<file path="src/spatz_decoder_pkg.sv">
package spatz_decoder_pkg;

  localparam int unsigned ELEN = 32;

  typedef logic [ELEN-1:0] elen_t;
  typedef logic [31:0]     instr_t;
  typedef logic [4:0]      vreg_t;
  typedef logic [3:0]      xintf_id_t;

  typedef enum logic [1:0] {
    EW_8  = 2'b00,
    EW_16 = 2'b01,
    EW_32 = 2'b10
  } vew_e;

  typedef enum logic [1:0] {
    CON,
    VFU,
    LSU,
    SLD
  } ex_unit_e;

  typedef enum logic [4:0] {
    VLE, VLSE, VSE, VSSE,
    VADD, VSUB, VRSUB,
    VAND, VOR, VXOR,
    VSLL, VSRL, VSRA,
    VMIN, VMINU, VMAX, VMAXU,
    VMUL, VMACC,
    VSLIDEUP, VSLIDEDOWN,
    VCSR, VCFG
  } op_e;

  typedef enum logic [2:0] {
    OPIVV = 3'b000,
    OPFVV = 3'b001,
    OPMVV = 3'b010,
    OPIVI = 3'b011,
    OPIVX = 3'b100,
    OPFVF = 3'b101,
    OPMVX = 3'b110,
    OPCFG = 3'b111
  } opcodev_func3_e;

  ////////////////////////////////////////////////////////////////////////////
  // Encodings
  ////////////////////////////////////////////////////////////////////////////

  localparam logic [6:0] OPC_LOAD_FP  = 7'b0000111;
  localparam logic [6:0] OPC_STORE_FP = 7'b0100111;
  localparam logic [6:0] OPC_OP_V     = 7'b1010111;
  localparam logic [6:0] OPC_SYSTEM   = 7'b1110011;

  // OPI group
  localparam logic [5:0] F6_VADD       = 6'b000000;
  localparam logic [5:0] F6_VSUB       = 6'b000010;
  localparam logic [5:0] F6_VRSUB      = 6'b000011;
  localparam logic [5:0] F6_VAND       = 6'b001001;
  localparam logic [5:0] F6_VOR        = 6'b001010;
  localparam logic [5:0] F6_VXOR       = 6'b001011;
  localparam logic [5:0] F6_VSLL       = 6'b100101;
  localparam logic [5:0] F6_VSRL       = 6'b101000;
  localparam logic [5:0] F6_VSRA       = 6'b101001;
  localparam logic [5:0] F6_VMIN       = 6'b000101;
  localparam logic [5:0] F6_VMINU      = 6'b000100;
  localparam logic [5:0] F6_VMAX       = 6'b000111;
  localparam logic [5:0] F6_VMAXU      = 6'b000110;
  // OPM group, shares codes with the OPI group
  localparam logic [5:0] F6_VMUL       = 6'b100101;
  localparam logic [5:0] F6_VMACC      = 6'b101101;
  // Slides in both groups, slide1 forms are OPMVX
  localparam logic [5:0] F6_VSLIDEUP   = 6'b001110;
  localparam logic [5:0] F6_VSLIDEDOWN = 6'b001111;
  localparam logic [5:0] F6_VMV        = 6'b010111;

  localparam logic [11:0] CSR_VSTART = 12'h008;
  localparam logic [11:0] CSR_VXSAT  = 12'h009;
  localparam logic [11:0] CSR_VXRM   = 12'h00A;
  localparam logic [11:0] CSR_VCSR   = 12'h00F;
  localparam logic [11:0] CSR_VL     = 12'hC20;
  localparam logic [11:0] CSR_VTYPE  = 12'hC21;
  localparam logic [11:0] CSR_VLENB  = 12'hC22;

  localparam logic [1:0] CSR_F3_RW = 2'b01;
  localparam logic [1:0] CSR_F3_RS = 2'b10;
  localparam logic [1:0] CSR_F3_RC = 2'b11;

  localparam logic [1:0] MOP_UNIT    = 2'b00;
  localparam logic [1:0] MOP_STRIDED = 2'b10;

  ////////////////////////////////////////////////////////////////////////////
  // Request and response
  ////////////////////////////////////////////////////////////////////////////

  typedef struct packed {
    logic       vill;
    vew_e       vsew;
    // vma, vta, upper vsew bit and vlmul
    logic [5:0] vlow;
  } vtype_t;

  typedef struct packed {
    logic vm;
    logic is_load;
  } op_mem_t;

  typedef struct packed {
    logic vm;
  } op_arith_t;

  typedef struct packed {
    logic vm;
    logic insert;
    logic vmv;
  } op_sld_t;

  typedef struct packed {
    logic keep_vl;
    logic write_vstart;
    logic set_vstart;
    logic clear_vstart;
    logic reset_vstart;
  } op_cfg_t;

  typedef struct packed {
    op_e         op;
    ex_unit_e    ex_unit;
    vreg_t       vd;
    vreg_t       vs1;
    vreg_t       vs2;
    vreg_t       rd;
    logic        use_vd;
    logic        use_vs1;
    logic        use_vs2;
    logic        use_rd;
    logic        vd_is_src;
    elen_t       rs1;
    elen_t       rs2;
    vtype_t      vtype;
    logic [11:0] csr_addr;
    op_mem_t     op_mem;
    op_arith_t   op_arith;
    op_sld_t     op_sld;
    op_cfg_t     op_cfg;
    xintf_id_t   xintf_id;
  } spatz_req_t;

  typedef struct packed {
    instr_t    instr;
    elen_t     rs1;
    logic      rs1_valid;
    elen_t     rs2;
    logic      rs2_valid;
    xintf_id_t xintf_id;
  } decoder_req_t;

  typedef struct packed {
    spatz_req_t spatz_req;
    logic       instr_illegal;
  } decoder_rsp_t;

endpackage
</file>
<file path="src/spatz_decoder.sv">
`timescale 1ns/1ps

module spatz_decoder (
  input  logic                            clk_i,
  input  logic                            reset_i,
  input  spatz_decoder_pkg::decoder_req_t decoder_req_i,
  input  logic                            decoder_req_valid_i,
  output spatz_decoder_pkg::decoder_rsp_t decoder_rsp_o,
  output logic                            decoder_rsp_valid_o
);
  import spatz_decoder_pkg::*;

  typedef enum logic [1:0] {
    CLS_NONE,
    CLS_LSU,
    CLS_VFU,
    CLS_CFG
  } instr_class_e;

  logic [6:0]     opcode;
  opcodev_func3_e func3;
  instr_class_e   instr_class;
  spatz_req_t     lsu_req;
  spatz_req_t     vfu_req;
  spatz_req_t     cfg_req;
  spatz_req_t     sel_req;
  logic           lsu_illegal;
  logic           vfu_illegal;
  logic           cfg_illegal;
  logic           sel_illegal;
  decoder_rsp_t   rsp_d;
  decoder_rsp_t   rsp_q;
  logic           valid_q;

  assign opcode = decoder_req_i.instr[6:0];
  assign func3  = opcodev_func3_e'(decoder_req_i.instr[14:12]);

  ////////////////////////////////////////////////////////////////////////////
  // Instruction class
  ////////////////////////////////////////////////////////////////////////////

  always_comb begin
    case (opcode)
      OPC_LOAD_FP, OPC_STORE_FP: instr_class = CLS_LSU;
      OPC_OP_V:                  instr_class = (func3 == OPCFG) ? CLS_CFG : CLS_VFU;
      OPC_SYSTEM:                instr_class = CLS_CFG;
      default:                   instr_class = CLS_NONE;
    endcase
  end

  spatz_lsu_decoder lsu_decoder_inst (
    .decoder_req_i (decoder_req_i),
    .lsu_req_o     (lsu_req),
    .illegal_o     (lsu_illegal)
  );

  spatz_vfu_decoder vfu_decoder_inst (
    .decoder_req_i (decoder_req_i),
    .vfu_req_o     (vfu_req),
    .illegal_o     (vfu_illegal)
  );

  spatz_cfg_decoder cfg_decoder_inst (
    .decoder_req_i (decoder_req_i),
    .cfg_req_o     (cfg_req),
    .illegal_o     (cfg_illegal)
  );

  ////////////////////////////////////////////////////////////////////////////
  // Result select and response register
  ////////////////////////////////////////////////////////////////////////////

  always_comb begin
    sel_req     = '0;
    sel_illegal = 1'b1;
    case (instr_class)
      CLS_LSU: begin
        sel_req     = lsu_req;
        sel_illegal = lsu_illegal;
      end
      CLS_VFU: begin
        sel_req     = vfu_req;
        sel_illegal = vfu_illegal;
      end
      CLS_CFG: begin
        sel_req     = cfg_req;
        sel_illegal = cfg_illegal;
      end
      default: ;
    endcase
    // A legal vector op restarts at element zero
    if (instr_class == CLS_LSU || instr_class == CLS_VFU) begin
      sel_req.op_cfg.reset_vstart = ~sel_illegal;
    end
    sel_req.xintf_id = decoder_req_i.xintf_id;
  end

  assign rsp_d.spatz_req     = sel_req;
  assign rsp_d.instr_illegal = decoder_req_valid_i & sel_illegal;

  always_ff @(posedge clk_i) begin
    if (reset_i) begin
      rsp_q   <= '0;
      valid_q <= 1'b0;
    end else begin
      rsp_q   <= rsp_d;
      valid_q <= decoder_req_valid_i;
    end
  end

  assign decoder_rsp_o       = rsp_q;
  assign decoder_rsp_valid_o = valid_q;

endmodule

</file>
<file path="src/spatz_cfg_decoder.sv">
`timescale 1ns/1ps

module spatz_cfg_decoder (
  input  spatz_decoder_pkg::decoder_req_t decoder_req_i,
  output spatz_decoder_pkg::spatz_req_t   cfg_req_o,
  output logic                            illegal_o
);
  import spatz_decoder_pkg::*;

  logic [11:0] csr_addr;
  vreg_t       rd;
  vreg_t       rs1_field;
  logic        csr_is_imm;
  logic [7:0]  vtype_raw;

  assign csr_addr   = decoder_req_i.instr[31:20];
  assign rd         = decoder_req_i.instr[11:7];
  assign rs1_field  = decoder_req_i.instr[19:15];
  assign csr_is_imm = decoder_req_i.instr[14];

  always_comb begin
    cfg_req_o = '0;
    illegal_o = 1'b0;
    vtype_raw = '0;

    cfg_req_o.ex_unit = CON;
    cfg_req_o.rd      = rd;
    cfg_req_o.use_rd  = 1'b1;

    if (decoder_req_i.instr[6:0] == OPC_SYSTEM) begin
      cfg_req_o.op       = VCSR;
      cfg_req_o.csr_addr = csr_addr;
      cfg_req_o.rs1      = csr_is_imm ? elen_t'(rs1_field) : decoder_req_i.rs1;
      illegal_o          = ~csr_is_imm & ~decoder_req_i.rs1_valid;

      if (!(csr_addr inside {CSR_VSTART, CSR_VL, CSR_VTYPE, CSR_VLENB,
                             CSR_VXSAT, CSR_VXRM, CSR_VCSR})) begin
        illegal_o = 1'b1;
      end

      // Only vstart is written here, the rest go to the controller
      case (decoder_req_i.instr[13:12])
        CSR_F3_RW: begin
          if (csr_addr == CSR_VSTART) begin
            cfg_req_o.use_rd              = (rd != '0);
            cfg_req_o.op_cfg.write_vstart = 1'b1;
          end
        end
        CSR_F3_RS: cfg_req_o.op_cfg.set_vstart = (csr_addr == CSR_VSTART) && (rs1_field != '0);
        CSR_F3_RC: cfg_req_o.op_cfg.clear_vstart = (csr_addr == CSR_VSTART) && (rs1_field != '0);
        default:   illegal_o = 1'b1;
      endcase
    end else begin
      cfg_req_o.op = VCFG;
      vtype_raw    = decoder_req_i.instr[27:20];

      if (!decoder_req_i.instr[31]) begin
        // vsetvli
        cfg_req_o.rs1 = decoder_req_i.rs1;
        illegal_o     = ~decoder_req_i.rs1_valid;
      end else if (decoder_req_i.instr[31:30] == 2'b11) begin
        // vsetivli, AVL from the uimm
        cfg_req_o.rs1 = elen_t'(rs1_field);
      end else if (decoder_req_i.instr[31:25] == 7'b1000000) begin
        // vsetvl
        vtype_raw     = decoder_req_i.rs2[7:0];
        cfg_req_o.rs1 = decoder_req_i.rs1;
        illegal_o     = ~decoder_req_i.rs1_valid | ~decoder_req_i.rs2_valid;
      end else begin
        illegal_o = 1'b1;
      end

      cfg_req_o.vtype.vsew = vew_e'(vtype_raw[4:3]);
      cfg_req_o.vtype.vlow = {vtype_raw[7:5], vtype_raw[2:0]};

      // Request VLMAX
      if (rs1_field == '0 && rd != '0) begin
        cfg_req_o.rs1 = '1;
      end
      cfg_req_o.op_cfg.keep_vl      = (rs1_field == '0) && (rd == '0);
      cfg_req_o.op_cfg.reset_vstart = ~illegal_o;
    end
  end

endmodule

</file>
<file path="src/spatz_vfu_decoder.sv">
`timescale 1ns/1ps

module spatz_vfu_decoder (
  input  spatz_decoder_pkg::decoder_req_t decoder_req_i,
  output spatz_decoder_pkg::spatz_req_t   vfu_req_o,
  output logic                            illegal_o
);
  import spatz_decoder_pkg::*;

  opcodev_func3_e func3;
  logic [5:0]     funct6;
  vreg_t          op_field;
  logic           vm;
  logic           is_vv;
  logic           is_vi;
  logic           is_opm;
  elen_t          imm_sext;
  elen_t          imm_zext;
  logic           uimm;

  assign func3    = opcodev_func3_e'(decoder_req_i.instr[14:12]);
  assign funct6   = decoder_req_i.instr[31:26];
  assign op_field = decoder_req_i.instr[19:15];
  assign vm       = decoder_req_i.instr[25];
  assign is_vv    = (func3 == OPIVV) || (func3 == OPMVV);
  assign is_vi    = (func3 == OPIVI);
  assign is_opm   = (func3 == OPMVV) || (func3 == OPMVX);
  assign imm_sext = {{(ELEN-5){op_field[4]}}, op_field};
  assign imm_zext = elen_t'(op_field);

  always_comb begin
    vfu_req_o = '0;
    illegal_o = 1'b0;
    uimm      = 1'b0;

    vfu_req_o.ex_unit     = VFU;
    vfu_req_o.vd          = decoder_req_i.instr[11:7];
    vfu_req_o.use_vd      = 1'b1;
    vfu_req_o.vs2         = decoder_req_i.instr[24:20];
    vfu_req_o.use_vs2     = 1'b1;
    vfu_req_o.op_arith.vm = vm;
    vfu_req_o.op_sld.vm   = vm;

    // Second operand source
    case (func3)
      OPIVV, OPMVV: begin
        vfu_req_o.use_vs1 = 1'b1;
        vfu_req_o.vs1     = op_field;
      end
      OPIVI: vfu_req_o.rs1 = imm_sext;
      OPIVX, OPMVX: begin
        vfu_req_o.rs1 = decoder_req_i.rs1;
        illegal_o     = ~decoder_req_i.rs1_valid;
      end
      default: illegal_o = 1'b1;
    endcase

    if (is_opm) begin
      case (funct6)
        F6_VMUL: vfu_req_o.op = VMUL;
        F6_VMACC: begin
          vfu_req_o.op        = VMACC;
          vfu_req_o.vd_is_src = 1'b1;
        end
        // slide1up and slide1down
        F6_VSLIDEUP, F6_VSLIDEDOWN: begin
          vfu_req_o.op            = (funct6 == F6_VSLIDEUP) ? VSLIDEUP : VSLIDEDOWN;
          vfu_req_o.ex_unit       = SLD;
          vfu_req_o.op_sld.insert = 1'b1;
          illegal_o               = illegal_o | is_vv;
        end
        default: illegal_o = 1'b1;
      endcase
    end else begin
      case (funct6)
        F6_VADD:  vfu_req_o.op = VADD;
        F6_VSUB:  vfu_req_o.op = VSUB;
        F6_VRSUB: vfu_req_o.op = VRSUB;
        F6_VAND:  vfu_req_o.op = VAND;
        F6_VOR:   vfu_req_o.op = VOR;
        F6_VXOR:  vfu_req_o.op = VXOR;
        F6_VMIN:  vfu_req_o.op = VMIN;
        F6_VMINU: vfu_req_o.op = VMINU;
        F6_VMAX:  vfu_req_o.op = VMAX;
        F6_VMAXU: vfu_req_o.op = VMAXU;
        F6_VSLL, F6_VSRL, F6_VSRA: begin
          vfu_req_o.op = (funct6 == F6_VSLL) ? VSLL : (funct6 == F6_VSRL) ? VSRL : VSRA;
          uimm         = 1'b1;
        end
        // vmv is a slide by zero, vm clear would be vmerge
        F6_VMV: begin
          vfu_req_o.op            = VSLIDEUP;
          vfu_req_o.ex_unit       = SLD;
          vfu_req_o.op_sld.vmv    = 1'b1;
          vfu_req_o.op_sld.insert = ~is_vv;
          vfu_req_o.vs2           = vfu_req_o.vs1;
          vfu_req_o.use_vs2       = ~is_vi;
          illegal_o               = illegal_o | ~vm;
        end
        F6_VSLIDEUP, F6_VSLIDEDOWN: begin
          vfu_req_o.op      = (funct6 == F6_VSLIDEUP) ? VSLIDEUP : VSLIDEDOWN;
          vfu_req_o.ex_unit = SLD;
          uimm              = 1'b1;
          illegal_o         = illegal_o | is_vv;
        end
        default: illegal_o = 1'b1;
      endcase

      // Forms that the ISA leaves out
      if ((funct6 == F6_VSUB && is_vi) || (funct6 == F6_VRSUB && is_vv)) begin
        illegal_o = 1'b1;
      end
      if (is_vi && funct6 inside {F6_VMIN, F6_VMINU, F6_VMAX, F6_VMAXU}) begin
        illegal_o = 1'b1;
      end
      if (is_vi && uimm) begin
        vfu_req_o.rs1 = imm_zext;
      end
    end
  end

endmodule

</file>
<file path="src/spatz_lsu_decoder.sv">
`timescale 1ns/1ps

module spatz_lsu_decoder (
  input  spatz_decoder_pkg::decoder_req_t decoder_req_i,
  output spatz_decoder_pkg::spatz_req_t   lsu_req_o,
  output logic                            illegal_o
);
  import spatz_decoder_pkg::*;

  logic [1:0] mop;
  logic       strided;
  logic       is_load;

  assign mop     = decoder_req_i.instr[27:26];
  assign strided = (mop == MOP_STRIDED);
  assign is_load = (decoder_req_i.instr[6:0] == OPC_LOAD_FP);

  always_comb begin
    lsu_req_o = '0;
    illegal_o = 1'b0;

    lsu_req_o.ex_unit        = LSU;
    lsu_req_o.vd             = decoder_req_i.instr[11:7];
    lsu_req_o.use_vd         = 1'b1;
    // Stores read the data register
    lsu_req_o.vd_is_src      = ~is_load;
    lsu_req_o.op_mem.vm      = decoder_req_i.instr[25];
    lsu_req_o.op_mem.is_load = is_load;
    lsu_req_o.rs1            = decoder_req_i.rs1;

    // mew and width
    case ({decoder_req_i.instr[28], decoder_req_i.instr[14:12]})
      4'b0000: lsu_req_o.vtype.vsew = EW_8;
      4'b0101: lsu_req_o.vtype.vsew = EW_16;
      4'b0110: lsu_req_o.vtype.vsew = EW_32;
      default: illegal_o = 1'b1;
    endcase

    case (mop)
      MOP_UNIT: begin
        lsu_req_o.op = is_load ? VLE : VSE;
      end
      MOP_STRIDED: begin
        lsu_req_o.op  = is_load ? VLSE : VSSE;
        lsu_req_o.rs2 = decoder_req_i.rs2;
      end
      default: illegal_o = 1'b1;
    endcase

    // Base address, and the stride when strided
    if (!decoder_req_i.rs1_valid || (strided && !decoder_req_i.rs2_valid)) begin
      illegal_o = 1'b1;
    end
  end

endmodule

</file>
<file path="config.mk">
export PLATFORM = sky130hd
export DESIGN_NAME = spatz_decoder
export DESIGN_NICKNAME = d
export VERILOG_FILES = /design/src/spatz_decoder_pkg.sv /design/src/spatz_decoder.sv /design/src/spatz_cfg_decoder.sv /design/src/spatz_vfu_decoder.sv /design/src/spatz_lsu_decoder.sv
export SDC_FILE = /design/constraint.sdc
export NUM_CORES = 1
export LEC_CHECK = 0
export BUFFER_PORTS_ARGS = -buffer_cell sky130_fd_sc_hd__buf_2
export CAP_MARGIN = 20
export CORE_UTILIZATION = 46
export CTS_CLUSTER_SIZE = 30
export DETAILED_ROUTE_END_ITERATION = 12
export PLACE_DENSITY = 0.91
export REMOVE_ABC_BUFFERS = 1
export SLEW_MARGIN = 20
export SYNTH_ARGS = -nofsm -noshare
export SYNTH_HDL_FRONTEND = slang
export SYNTH_SLANG_ARGS = --single-unit
</file>
<file path="constraint.sdc">
create_clock -name clk_i -period 3.85 [get_ports clk_i]
set_input_delay 0.77 -clock clk_i [delete_from_list [all_inputs] [get_ports clk_i]]
set_output_delay 0.77 -clock clk_i [all_outputs]
set_load 0.01 [all_outputs]
</file>
==> flow_summary.json <==
{
  "outcome": "finished clean",
  "cts_sinks": 132,
  "intPower_w": 0.00232,
  "timing_max_transition_violations_final": 0,
  "cts_hold_buf": 0,
  "antenna_found_initial": 1,
  "holdPathStages": 2,
  "nFillCells": 874,
  "diodes": 0,
  "wirelength_mm": 15.2,
  "rows": 37,
  "postCtsSetupBuffers": 0,
  "switching_share_pct": 23.9,
  "nNetsFinal": 849,
  "dr.pass1.iters": 6,
  "place_congestion": 0.963,
  "cp-start-kind": "primary input",
  "num_io_pins": 239,
  "ys_seq_area_share_pct": 52.4,
  "preCtsSetupSlack_ps": 516,
  "combPwrFrac_pct": 6.3,
  "synth_area_mm2": 0.00505,
  "ys_seq_elements": 132,
  "rsz0062_at_grt": "false",
  "synthAdderAreaFrac_pct": 0.992,
  "grt_max_degree": 33,
  "synthMuxAreaShare_pct": 2.53,
  "drv_cap": 0,
  "drt_drc_violations_left": 0,
  "multi_input_area_mm2": 0.00222,
  "hp-start": "decoder_req_i[63]",
  "die_w_um": 107,
  "grt_overflow": 0,
  "synth_edf_count": 0,
  "hold_class": "primary input to register",
  "cts_buffers": 17,
  "power_density_mw_per_mm2": 445,
  "synth_xor_area_share_pct": 0.347,
  "instances_no_fill": 889,
  "die_area_mm2": 0.0114,
  "synth-compound-area-share_pct": 16.9,
  "die_height_um": 107,
  "pwr-share-seq_pct": 45.1,
  "htree_levels": 4,
  "cp_max_fo": 27,
  "clkPwrFrac_pct": 48.6,
  "setup_slack_ps": 940,
  "grt_pass1_vias": 4388,
  "power.leakage_nw": 3.47,
  "path_clk_slew_ps": 60,
  "worst_pin_slew_ps": 647,
  "cts.path.max_buffers": 2,
  "worstPathRequired_ps": 4310,
  "cts_root_buf": "clkbuf_8",
  "synth_cells": 513,
  "clock.fmax_ghz": 0.344,
  "yosys_warnings": 0,
  "power_switching_w": 0.000726,
  "slew_headroom_pct": 56.9,
  "coreArea_mm2": 0.0105,
  "layout_common_cells": "buf_2 (237), dfxtp_1 (132), and2_1 (58), nor2_1 (37), a21o_1 (29)",
  "vias": 4783,
  "cp.arrival_ps": 3370,
  "area_delta_synth_final_pct": 35.4,
  "hold_path_end": "decoder_rsp_o[94]$_SDFF_PP0_",
  "drt_iter0_drc": 559,
  "setup_viol": 0,
  "final_antenna_net_count": 0,
  "viasPerCell": 5.38,
  "async_reset_ff_share_pct": 0,
  "grt_pass1_wl_mm": 22.6,
  "synth_top_family_by_area": "simple AND/OR/NAND/NOR gates",
  "fin_crit_sh_pct": 75.6,
  "grt.total_usage_pct": 26.1,
  "portBuffers": 237,
  "drive_gt1_share_pct": 38.9,
  "min_period_ps": 2910,
  "seqCellArea_mm2": 0.00264,
  "crit_type": "primary input to register",
  "cts_tree": "done",
  "dp.cells": 857,
  "hold_violations": 0,
  "worstSetupEndpointType": "register",
  "yosys.area_share.simple_pct": 23.0,
  "peakVddDrop_mv": 0.297,
  "avgSynthCellArea_um2": 9.84,
  "tns_ps": 0,
  "yosysUniqueCellTypes": 68,
  "yosys_most_used_dff": "dfxtp_1",
  "wl_per_cell_um": 17.1,
  "cts_resized": 0,
  "start_util_pct": 48.2,
  "mostFrequentLayoutCell": "buf_2",
  "dp_hpwl_mm": 10.8
}
-- how the worst max path moves through the flow --
stage | from | endpoint | slack, ps | depth (start not counted)
after detailed placement | decoder_req_i[73] | decoder_rsp_o[97]$_SDFF_PP0_ | 520 | 8
after CTS | decoder_req_i[73] | decoder_rsp_o[97]$_SDFF_PP0_ | 1030 | 8
after global routing | decoder_req_i[73] | decoder_rsp_o[97]$_SDFF_PP0_ | 770 | 8
after global placement | decoder_req_i[73] | decoder_rsp_o[74]$_SDFF_PP0_ | 630 | 8
final | decoder_req_i[73] | decoder_rsp_o[97]$_SDFF_PP0_ | 940 | 8
after floorplan | decoder_req_i[73] | decoder_rsp_o[100]$_SDFF_PP0_ | 530 | 8
-- per-layer routing --
| layer | GRT usage (%) | share of wire, % | vias up |
|---|---|---|---|
| li1 | - | - | 2256 |
| met5 | 0 | 0.086 | - |
| met4 | 11.0 | 3.5 | 2 |
| met3 | 8.51 | 9.2 | 56 |
| met2 | 46.5 | 52 | 299 |
| met1 | 28.2 | 36 | 2170 |
-- registers in the layout, summed over array words and instances, names as in the netlist --
signal / flops
decoder_rsp_valid_o: 1
decoder_rsp_o: 131
-- metrics by stage --
stage | hold WS (ps) | util [%] | instance area, um2 | total power, W
3_3_place_gp | 964 | 60.1 | 6290 | 0.00159
2_1_floorplan | 839 | - | 4880 | 0.00148
3_5_place_dp | 967 | 60.1 | 6290 | 0.00159
4_1_cts | 431 | 65.3 | 6830 | 0.00305
5_1_grt | 425 | 65.3 | 6830 | 0.00314
6_report | 446 | 65.3 | 6830 | 0.00304
-- cells by family after synthesis --
group,count (synthesis)
AND/OR/NAND/NOR,206
flip-flops,132
AO/OA/AOI/OAI,115
buffers and inverters,41
multiplexers,12
adder cells (fa/ha/maj),4
XOR/XNOR,2
other,1
-- power groups by stage --
| stage | Sequential [W] | Combinational (W) | Clock (W) |
|---|---|---|---|
| global route | 0.00137 | 0.000207 | 0.00156 |
| floorplan | 0.00140 | 0.0000731 | 0 |
| finish | 0.00137 | 0.000191 | 0.00148 |
| detailed placement | 0.00140 | 0.000185 | 0 |
| global placement | 0.00140 | 0.000185 | 0 |
| CTS | 0.00137 | 0.000188 | 0.00150 |
-- critical path, stage by stage --
cell and delay, ps:
buf_2 90, nand3b_1 220, nor3_1 410, ha_1 600, nand2_1 480, o31ai_4 290
buf_4 330, a21o_1 150
-- area by class of cell --
class | instances | share of cell area [%]
multi-input combinational | 340 | 32.5
inverter | 7 | 0.385
tap | 136 | 2.49
clock inverter | 13 | 1.83
timing repair buffer | 242 | 17.9
sequential | 132 | 38.7
clock buffer | 19 | 6.17
-- cells in the mapped netlist, types with 2 or more instances --
master,n,area (um2)
o211ai_1,6,45.0
a21oi_1,28,140
a311o_1,2,20.0
xnor2_1,2,17.5
inv_2,2,7.51
a21o_1,29,218
o32ai_1,2,17.5
buf_4,2,15.0
a22o_1,4,35.0
a22oi_1,5,37.5
a2111oi_0,3,26.3
o21ai_0,6,30.0
nand2b_1,6,37.5
dfxtp_1,132,2640
nand4_1,5,31.3
nor4_1,3,18.8
o2111ai_1,2,17.5
and3b_1,4,35.0
nand3_1,11,55.1
buf_2,10,50.1
and2_1,58,363
a31oi_1,3,18.8
clkbuf_1,19,71.3
nor4b_1,3,26.3
nand3b_1,3,22.5
a221o_1,5,50.1
buf_6,2,22.5
inv_1,5,18.8
nand2_1,26,97.6
nor2b_1,17,106
mux2_2,6,67.6
o22a_1,3,26.3
nand4b_1,3,26.3
nor2_1,37,139
mux2i_1,6,60.1
and3_1,3,18.8
and4_1,2,17.5
a211oi_1,2,15.0
ha_1,4,50.1
nor3_1,14,70.1
Power figures use the tool's default switching activity.
